**config.mk**
```make
export PLATFORM = sky130hd
export DESIGN_NAME = leaf_i7o1
export DESIGN_NICKNAME = d
export VERILOG_FILES = /design/src/verilog/leaf_pkg.sv /design/src/verilog/leaf_rx_decoder.sv /design/src/verilog/leaf_in_fifo.sv /design/src/verilog/leaf_tx_packer.sv /design/src/verilog/leaf_interface.sv /design/src/verilog/user_kernel.sv /design/src/verilog/leaf_i7o1.sv
export VERILOG_INCLUDE_DIRS = /design/src /design/src/verilog
export SDC_FILE = /design/constraint.sdc
export NUM_CORES = 1
export LEC_CHECK = 0
export BUFFER_PORTS_ARGS = -buffer_cell sky130_fd_sc_hd__buf_2
export CORE_MARGIN = 2
export CORE_UTILIZATION = 52
export DETAILED_ROUTE_END_ITERATION = 10
export GPL_TIMING_DRIVEN = 0
export MAX_ROUTING_LAYER = met4
export PLACE_DENSITY = 0.68
export SYNTH_ARGS = -nofsm -noshare
export SYNTH_HDL_FRONTEND = slang
export SYNTH_SLANG_ARGS = --single-unit
```
**constraint.sdc**
```tcl
create_clock -name clk_400 -period 10.72 [get_ports clk_400]
set_clock_uncertainty 0.05 [all_clocks]
set_input_delay 1.072 -clock clk_400 [delete_from_list [all_inputs] [get_ports clk_400]]
set_output_delay 1.072 -clock clk_400 [all_outputs]
set_load 0.02 [all_outputs]
```
**src/verilog/leaf_cfg.svh**
```systemverilog
`ifndef LEAF_CFG_SVH
`define LEAF_CFG_SVH

// packet field widths.
`define LEAF_PACKET_BITS  49
`define LEAF_PAYLOAD_BITS 32
`define LEAF_LEAF_BITS    5
`define LEAF_PORT_BITS    4
`define LEAF_TAG_BITS     7

// user side of the leaf.
`define LEAF_NUM_IN       7

// words buffered per input port.
`define LEAF_FIFO_DEPTH   4

`define LEAF_ID_DEFAULT   5'd3 // address this leaf answers to.

`endif

```
**src/verilog/leaf_pkg.sv**
```systemverilog
`include "leaf_cfg.svh"

package leaf_pkg;

    // filler left over in a configuration packet.
    localparam int unsigned CFG_RSVD_BITS =
        `LEAF_PACKET_BITS - 1 - 2 * `LEAF_LEAF_BITS - 2 * `LEAF_PORT_BITS;

    typedef struct packed {
        logic                          valid;
        logic [`LEAF_LEAF_BITS-1:0]    dest_leaf;
        logic [`LEAF_PORT_BITS-1:0]    dest_port;
        logic [`LEAF_TAG_BITS-1:0]     tag;       // sender sequence number.
        logic [`LEAF_PAYLOAD_BITS-1:0] payload;
    } data_pkt_t;

    // dest_port of zero marks this layout.
    typedef struct packed {
        logic                       valid;
        logic [`LEAF_LEAF_BITS-1:0] dest_leaf;
        logic [`LEAF_PORT_BITS-1:0] dest_port;
        logic [`LEAF_LEAF_BITS-1:0] out_leaf;
        logic [`LEAF_PORT_BITS-1:0] out_port;
        logic [CFG_RSVD_BITS-1:0]   reserved;
    } cfg_pkt_t;

    typedef union packed {
        data_pkt_t data;
        cfg_pkt_t  cfg;
    } packet_u;

    typedef struct packed {
        logic [`LEAF_LEAF_BITS-1:0] leaf;
        logic [`LEAF_PORT_BITS-1:0] port;
    } dest_t;

    typedef struct packed {
        logic                          vld;
        logic [`LEAF_PAYLOAD_BITS-1:0] data;
    } user_word_t;

endpackage

```
**src/verilog/leaf_rx_decoder.sv**
```systemverilog
`timescale 1ns/10ps
`include "leaf_cfg.svh"

module leaf_rx_decoder #(
    parameter logic [`LEAF_LEAF_BITS-1:0] LEAF_ID = `LEAF_ID_DEFAULT
) (
    input  logic                          clk_400,
    input  logic                          rst_n,
    input  leaf_pkg::packet_u             pkt_in,
    output logic [`LEAF_NUM_IN-1:0]       wr_en,
    output logic [`LEAF_PAYLOAD_BITS-1:0] wr_data,
    output leaf_pkg::dest_t               dest
);

    logic                    for_us;
    logic                    is_cfg;
    logic [`LEAF_NUM_IN-1:0] port_hit;

    assign for_us = pkt_in.data.valid && (pkt_in.data.dest_leaf == LEAF_ID);
    assign is_cfg = (pkt_in.cfg.dest_port == '0);

    // ports 1..7 map onto strobe bits 0..6, higher ports fall through.
    always_comb begin
        for (int i = 0; i < `LEAF_NUM_IN; i++) begin
            port_hit[i] = for_us && (int'(pkt_in.data.dest_port) == i + 1);
        end
    end

    always_ff @(posedge clk_400) begin
        if (!rst_n) begin
            wr_en <= '0;
            dest  <= '0;
        end else begin
            wr_en <= port_hit;
            if (for_us && is_cfg) begin
                dest.leaf <= pkt_in.cfg.out_leaf; // where our output goes.
                dest.port <= pkt_in.cfg.out_port;
            end
        end
    end

    always_ff @(posedge clk_400) begin
        wr_data <= pkt_in.data.payload;
    end

endmodule

```
**src/verilog/leaf_in_fifo.sv**
```systemverilog
`timescale 1ns/10ps
`include "leaf_cfg.svh"

module leaf_in_fifo (
    input  logic                          clk_400,
    input  logic                          rst_n,
    input  logic                          wr_en,
    input  logic [`LEAF_PAYLOAD_BITS-1:0] wr_data,
    output leaf_pkg::user_word_t          user_out,
    input  logic                          ack
);

    localparam int unsigned PTR_BITS = $clog2(`LEAF_FIFO_DEPTH);
    localparam logic [PTR_BITS:0] FULL_COUNT = `LEAF_FIFO_DEPTH;

    logic [`LEAF_PAYLOAD_BITS-1:0] mem [`LEAF_FIFO_DEPTH];
    logic [PTR_BITS-1:0]           wr_ptr;
    logic [PTR_BITS-1:0]           rd_ptr;
    logic [PTR_BITS:0]             count;
    logic [PTR_BITS:0]             count_nxt;
    logic                          not_empty;
    logic                          push;
    logic                          pop;

    function automatic logic [PTR_BITS-1:0] ptr_inc(input logic [PTR_BITS-1:0] p);
        ptr_inc = (p == PTR_BITS'(`LEAF_FIFO_DEPTH - 1)) ? '0 : p + 1'b1;
    endfunction

    assign push = wr_en && (count != FULL_COUNT); // overflow is dropped.
    assign pop  = ack && not_empty;

    assign count_nxt = count + {{PTR_BITS{1'b0}}, push} - {{PTR_BITS{1'b0}}, pop};

    always_ff @(posedge clk_400) begin
        if (!rst_n) begin
            wr_ptr    <= '0;
            rd_ptr    <= '0;
            count     <= '0;
            not_empty <= 1'b0;
        end else begin
            if (push) wr_ptr <= ptr_inc(wr_ptr);
            if (pop) rd_ptr <= ptr_inc(rd_ptr);
            count     <= count_nxt;
            not_empty <= (count_nxt != '0);
        end
    end

    always_ff @(posedge clk_400) begin
        if (push) mem[wr_ptr] <= wr_data;
    end

    // head word is offered as long as anything is stored.
    assign user_out.vld  = not_empty;
    assign user_out.data = mem[rd_ptr];

endmodule

```
**src/verilog/leaf_tx_packer.sv**
```systemverilog
`timescale 1ns/10ps
`include "leaf_cfg.svh"

module leaf_tx_packer (
    input  logic                 clk_400,
    input  logic                 rst_n,
    input  leaf_pkg::user_word_t user_in,
    output logic                 ack,
    input  leaf_pkg::dest_t      dest,
    input  logic                 resend,
    output leaf_pkg::packet_u    pkt_out
);

    logic [`LEAF_TAG_BITS-1:0] tag;
    logic                      send;
    leaf_pkg::packet_u         pkt_nxt;

    // ack is still high for the word just taken, so skip that cycle.
    assign send = user_in.vld && !resend && !ack;

    always_comb begin
        pkt_nxt                = '0;
        pkt_nxt.data.valid     = 1'b1;
        pkt_nxt.data.dest_leaf = dest.leaf;
        pkt_nxt.data.dest_port = dest.port;
        pkt_nxt.data.tag       = tag;
        pkt_nxt.data.payload   = user_in.data;
    end

    always_ff @(posedge clk_400) begin
        if (!rst_n) begin
            ack     <= 1'b0;
            tag     <= '0;
            pkt_out <= '0;
        end else begin
            ack     <= send;
            pkt_out <= send ? pkt_nxt : '0; // on the wire for one cycle only.
            if (send) begin
                tag <= tag + 1'b1; // wraps at 128.
            end
        end
    end

endmodule

```
**src/verilog/leaf_interface.sv**
```systemverilog
`timescale 1ns/10ps
`include "leaf_cfg.svh"

module leaf_interface #(
    parameter logic [`LEAF_LEAF_BITS-1:0] LEAF_ID = `LEAF_ID_DEFAULT
) (
    input  logic                                      clk_400,
    input  logic                                      rst_n,
    input  leaf_pkg::packet_u                         din_leaf_bft2interface,
    output leaf_pkg::packet_u                         dout_leaf_interface2bft,
    input  logic                                      resend,
    input  logic                                      ap_start,
    output logic                                      reset_ap_start_user,
    output leaf_pkg::user_word_t [`LEAF_NUM_IN-1:0]   user_out,
    input  logic [`LEAF_NUM_IN-1:0]                   ack_user2interface,
    input  leaf_pkg::user_word_t                      user_in,
    output logic                                      ack_interface2user
);

    logic [`LEAF_NUM_IN-1:0]       wr_en;
    logic [`LEAF_PAYLOAD_BITS-1:0] wr_data;
    leaf_pkg::dest_t               dest;

    leaf_rx_decoder #(
        .LEAF_ID (LEAF_ID)
    ) i_rx_decoder (
        .clk_400 (clk_400),
        .rst_n   (rst_n),
        .pkt_in  (din_leaf_bft2interface),
        .wr_en   (wr_en),
        .wr_data (wr_data),
        .dest    (dest)
    );

    // element n serves network port n+1.
    for (genvar n = 0; n < `LEAF_NUM_IN; n++) begin : g_in_fifo
        leaf_in_fifo i_in_fifo (
            .clk_400  (clk_400),
            .rst_n    (rst_n),
            .wr_en    (wr_en[n]),
            .wr_data  (wr_data),
            .user_out (user_out[n]),
            .ack      (ack_user2interface[n])
        );
    end

    leaf_tx_packer i_tx_packer (
        .clk_400 (clk_400),
        .rst_n   (rst_n),
        .user_in (user_in),
        .ack     (ack_interface2user),
        .dest    (dest),
        .resend  (resend),
        .pkt_out (dout_leaf_interface2bft)
    );

    // low holds the kernel in reset, first ap_start lets it go.
    always_ff @(posedge clk_400) begin
        if (!rst_n) begin
            reset_ap_start_user <= 1'b0;
        end else if (ap_start) begin
            reset_ap_start_user <= 1'b1;
        end
    end

endmodule

```
**src/verilog/user_kernel.sv**
```systemverilog
`timescale 1ns/10ps
`include "leaf_cfg.svh"

module user_kernel (
    input  logic                                    clk_400,
    input  logic                                    rst_n,
    input  leaf_pkg::user_word_t [`LEAF_NUM_IN-1:0] user_in,
    output logic [`LEAF_NUM_IN-1:0]                 ack_in,
    output leaf_pkg::user_word_t                    user_out,
    input  logic                                    ack_out
);

    logic                          running;
    logic                          all_vld;
    logic                          take;
    logic [`LEAF_PAYLOAD_BITS-1:0] sum;
    logic                          out_vld;
    logic [`LEAF_PAYLOAD_BITS-1:0] out_data;

    always_comb begin
        all_vld = 1'b1;
        sum     = '0;
        for (int i = 0; i < `LEAF_NUM_IN; i++) begin
            all_vld = all_vld & user_in[i].vld;
            sum     = sum + user_in[i].data; // wrap-around add.
        end
    end

    // one word from every port, and only into a free result register.
    assign take   = running && all_vld && !out_vld;
    assign ack_in = {`LEAF_NUM_IN{take}};

    always_ff @(posedge clk_400) begin
        if (!rst_n) begin
            running <= 1'b0;
            out_vld <= 1'b0;
        end else begin
            running <= 1'b1;
            if (take) begin
                out_vld <= 1'b1;
            end else if (ack_out) begin
                out_vld <= 1'b0;
            end
        end
    end

    always_ff @(posedge clk_400) begin
        if (take) out_data <= sum;
    end

    assign user_out.vld  = out_vld;
    assign user_out.data = out_data; // held until ack_out.

endmodule

```
**src/verilog/leaf_i7o1.sv**
```systemverilog
`timescale 1ns/10ps
`include "leaf_cfg.svh"

module leaf_i7o1 #(
    parameter logic [`LEAF_LEAF_BITS-1:0] LEAF_ID = `LEAF_ID_DEFAULT
) (
    input  logic              clk_400,
    input  logic              rst_n,
    input  leaf_pkg::packet_u din_leaf_bft2interface,
    output leaf_pkg::packet_u dout_leaf_interface2bft,
    input  logic              resend,
    input  logic              ap_start
);

    leaf_pkg::user_word_t [`LEAF_NUM_IN-1:0] word_interface2user;
    logic [`LEAF_NUM_IN-1:0]                 ack_user2interface;
    leaf_pkg::user_word_t                    word_user2interface;
    logic                                    ack_interface2user;
    logic                                    reset_ap_start_user;
    leaf_pkg::packet_u                       dout_tmp;

    // network must see nothing while it asks for a resend.
    assign dout_leaf_interface2bft = resend ? '0 : dout_tmp;

    leaf_interface #(
        .LEAF_ID (LEAF_ID)
    ) i_leaf_interface (
        .clk_400                 (clk_400),
        .rst_n                   (rst_n),
        .din_leaf_bft2interface  (din_leaf_bft2interface),
        .dout_leaf_interface2bft (dout_tmp),
        .resend                  (resend),
        .ap_start                (ap_start),
        .reset_ap_start_user     (reset_ap_start_user),
        .user_out                (word_interface2user),
        .ack_user2interface      (ack_user2interface),
        .user_in                 (word_user2interface),
        .ack_interface2user      (ack_interface2user)
    );

    user_kernel i_user_kernel (
        .clk_400  (clk_400),
        .rst_n    (reset_ap_start_user),
        .user_in  (word_interface2user),
        .ack_in   (ack_user2interface),
        .user_out (word_user2interface),
        .ack_out  (ack_interface2user)
    );

endmodule

```
==> impl_summary.md <==
Global route
The final global-route overflow total is 0. The number of antenna violations at the first check in global routing is 3. Global routing consumed, over all layers together, 23.6% of the routing resources. Entering global routing, the biggest net connects 33 pins. The via count of the first global-routing pass is 24300. The first global-routing pass estimated 151 mm of wire.

Timing
The summed negative setup slack over all endpoints is 0 ps. The transition time at the pin with the least slew margin is 1160 ps. Setup repair after global routing left no endpoint under its margin. The remaining max-slew budget at the tightest pin is 22.5%.

The maximum clock frequency is 153 MHz. The max-slew violation count is 0. The ratio of final minimum period to clock period is 61.0%. Setup violations remaining at the end of the flow were counted as 0.

The hold violation total from the final report is 0. The shortest period the worst path allows is 6540 ps.

Placement
Input and output buffers added on the ports amount to 100. The routability-driven placement congestion ratio is 0.824. Summed over all nets, the half-perimeter wirelength after detailed placement is 70.2 mm.

Floorplan
The core region is 0.0881 mm^2. The initial standard-cell utilization of the core is 52.3%. The width of the chip is 302 um. The total number of placement rows is 109. The die is 302 um tall. The number of top-level design ports is 102. The total die area is 0.0909 mm^2.

CTS
The clock passes through at most 3 buffers. TritonCTS built the clock tree. The later pin in the worst-skew pair is clocked with a latency of 690 ps. The cell at the root of the clock tree is clkbuf_16. The clock input transition at the sequential cells of the worst setup and hold paths is 60 ps. The number of setup buffers added after CTS is 0.

The tree built by TritonCTS fans out to 1105 sinks. After clock tree synthesis, the flow added hold-fix buffers numbering 0. Gates resized during post-CTS repair numbered 0. The number of H-tree levels is 3. Clock tree synthesis inserted a total of 113 buffers.

Logic synthesis
The proportion of synthesized flip-flops having asynchronous set or reset is 0%. The synthesized design contains 928 enable-type register cells. The portion of the post-synthesis area used by sequential elements is 68.2%.

The mapped cell area is 0.0460 mm^2. Synthesis produced a netlist with a net count of 2945. The distinct cell type count after synthesis is 56. For this run, the number of Yosys warnings is 0.

The synthesized netlist cell count is 2650. For this run, the leading register cell type out of synthesis is edfxtp_1. Counting flops and latches in the post-synthesis netlist gives 1105.

The mean instance size in the synthesized netlist is 17.4 um^2.

Setup path
The cell with the largest stage delay on the worst path is mux4_2. STA puts the critical path data arrival time at 6920 ps. In this run the worst path has a maximum fanout of 10.

Walking the worst path, the cells encountered are clkbuf_1, buf_2, mux4_2, inv_1, fa_1, inv_1, fa_1, fa_1, inv_1, fa_1, fa_1, nor2b_1, o31a_1, o2111ai_1, a21o_1, a211oi_1, o21ai_1, xnor2_1. Among the stages of the critical path, the cell type that occurs most often is fa_1. The worst reg-to-reg path cell count is 18.

The kind of end point of the critical path is a flip-flop. The worst setup path is launched from a flip-flop. Data on the critical path is required at its endpoint by 11090 ps.

The peak per-stage delay on the critical path is 570 ps. The classification of the worst setup path is flip-flop to flip-flop.

Finish
The share of post-route cells with drive strength above 1 is 19.6%. In the layout the commonest cells are 928 x edfxtp_1, 466 x inv_1, 224 x mux4_2. Leaving out fill and tap cells, the most frequent cell in the layout is edfxtp_1. The area growth from synthesis to layout is 14.0%. The layout has 6524 filler cells. The net count of the finished layout is 3188.

Route
In this run the remaining antenna-violating nets after routing total 0. The sum of met3 wire segment lengths after detailed routing is 6.41 mm. The total via count in the routed design is 22900. Dividing the detail-routed via count by the number of cells gives 5.50.

The top metal layer carrying routed signals is met4. After detailed routing, the wire length on met1 is 41.6 mm. The remaining design rule violation count is 0. For this block, the routed nets add up to 101 mm of wire. Dividing the detail-routed wire length by the instance count gives 24.3 um.

The first detailed-routing pass took 5 iterations. The routed wire length on met2 is 49.3 mm. After the first detailed-routing iteration, the DRC count stood at 1877.

Power
The worst supply voltage drop on vdd is 0.142 mV. Summed over all cells, the static leakage comes to 0.0194 uW. In this run the power density over the cells is 167 mW/mm^2. Overall power consumption after layout is estimated at 8760 uW.

Job
The tool flagged a number of max-cap violations equal to 0.

Min path
The cell depth of the worst min-delay path is 0. The path class of the tightest hold or removal check is flip-flop to flip-flop.

Status
The run finished with clean final reports.
-- worst max-delay path: cells and delay by family (launching register included) --
family,cells,cell delay [ps]
AND/OR/NAND/NOR,1,170
buffers and inverters,5,1250
XOR/XNOR,1,150
adder cells (fa/ha/maj),5,2370
AO/OA/AOI/OAI,5,1410
flip-flops,1,320
multiplexers,1,570
-- synthesized netlist by cell type, types with 2 or more instances --
cell type	n	area, um^2
edfxtp_1	928	27900
inv_1	467	1750
mux4_2	224	5040
dfxtp_1	177	3540
fa_1	159	3180
ha_1	83	1040
nor2b_1	74	463
and3_1	72	450
nand2_1	71	267
clkbuf_1	50	188
nor2_1	45	169
xnor2_1	39	342
and2_1	37	231
a21oi_1	28	140
a21boi_0	21	158
buf_2	21	105
nor3_1	17	85.1
o21a_1	11	82.6
mux2i_1	10	100
nand3_1	10	50.1
o21ai_0	9	45.0
xor2_1	9	78.8
a21o_1	8	60.1
buf_1	8	30.0
o31a_1	8	70.1
or3_1	7	43.8
nand2b_1	6	37.5
a211oi_1	5	37.5
o21ai_1	5	25.0
o21bai_1	5	37.5
nand4_1	3	18.8
o2111ai_1	3	26.3
or4_1	3	22.5
a21boi_1	2	15.0
a311oi_1	2	17.5
a31oi_1	2	12.5
and4_1	2	17.5
-- worst paths after layout --
kind         slack (ps)                                 start                    endpoint
max                4180                             flip-flop  i_user_kernel.out_data[29]
min                 350  i_leaf_interface.reset_ap_start_user       i_user_kernel.running
max reg2reg        4180                             flip-flop  i_user_kernel.out_data[29]
min reg2reg         350  i_leaf_interface.reset_ap_start_user       i_user_kernel.running
-- per-layer routing --
metal | GRT usage [%] | vias to the layer above
li1 | - | 10000
met4 | 9.22 | 0
met1 | 31.0 | 11900
met3 | 3.67 | 191
met2 | 37.5 | 707
met5 | - | -
-- where the power goes --
part | leakage (uW) | internal [uW] | switching (uW) | total [uW]
clock | 0.00191 | 2360 | 1650 | 4010
combinational | 0.00774 | 16.3 | 26.4 | 42.7
sequential | 0.00977 | 4660 | 47.5 | 4700
-- cells by family (layout without fill, tap and decap cells) --
family	after synthesis	in the layout	share of synthesized area, %
AO/OA/AOI/OAI	122	122	1.85
XOR/XNOR	48	48	0.913
adder cells (fa/ha/maj)	242	242	9.17
buffers and inverters	547	891	4.52
flip-flops	1105	1105	68.2
multiplexers	235	235	11.2
other	0	1	0
AND/OR/NAND/NOR	351	351	4.11
-- stage by stage --
stage	util [%]	cell area [um^2]	hold slack (ps)	setup slack, ps	instances
4_1_cts	59.6	52500	360	4120	4159
6_report	59.6	52500	351	4180	4160
5_1_grt	59.6	52500	367	3950	4160
3_5_place_dp	55.2	48600	349	4140	3943
2_1_floorplan	-	46000	296	5390	2650
3_3_place_gp	54.5	48000	347	4230	3915
-- sequential cells by signal, summed over array words and instances (netlist names), 7 cells and up, named ones only --
register,flops
i_leaf_interface.g_in_fifo.i_in_fifo.mem,896
i_leaf_interface.i_tx_packer.pkt_out,48
i_leaf_interface.i_rx_decoder.wr_data,32
i_user_kernel.out_data,32
i_leaf_interface.g_in_fifo.i_in_fifo.count,21
i_leaf_interface.g_in_fifo.i_in_fifo.rd_ptr,14
i_leaf_interface.g_in_fifo.i_in_fifo.wr_ptr,14
i_leaf_interface.i_rx_decoder.dest,9
i_leaf_interface.g_in_fifo.i_in_fifo.not_empty,7
i_leaf_interface.i_rx_decoder.wr_en,7
i_leaf_interface.i_tx_packer.tag,7
-- cell type report --
type / instances / area, um^2 / area share (%)
clock inverters: 65 / 662 / 1.26
repair buffers: 128 / 1090 / 2.08
inverters: 468 / 1760 / 3.35
diodes: 1 / 2.50 / 0.00477
multi-input cells: 998 / 12600 / 24.0
plain buffers: 79 / 323 / 0.615
clock buffers: 151 / 3220 / 6.13
well taps: 1165 / 1460 / 2.78
flip-flops and latches: 1105 / 31400 / 59.8
Note: power is estimated with default switching activity, not from simulation.
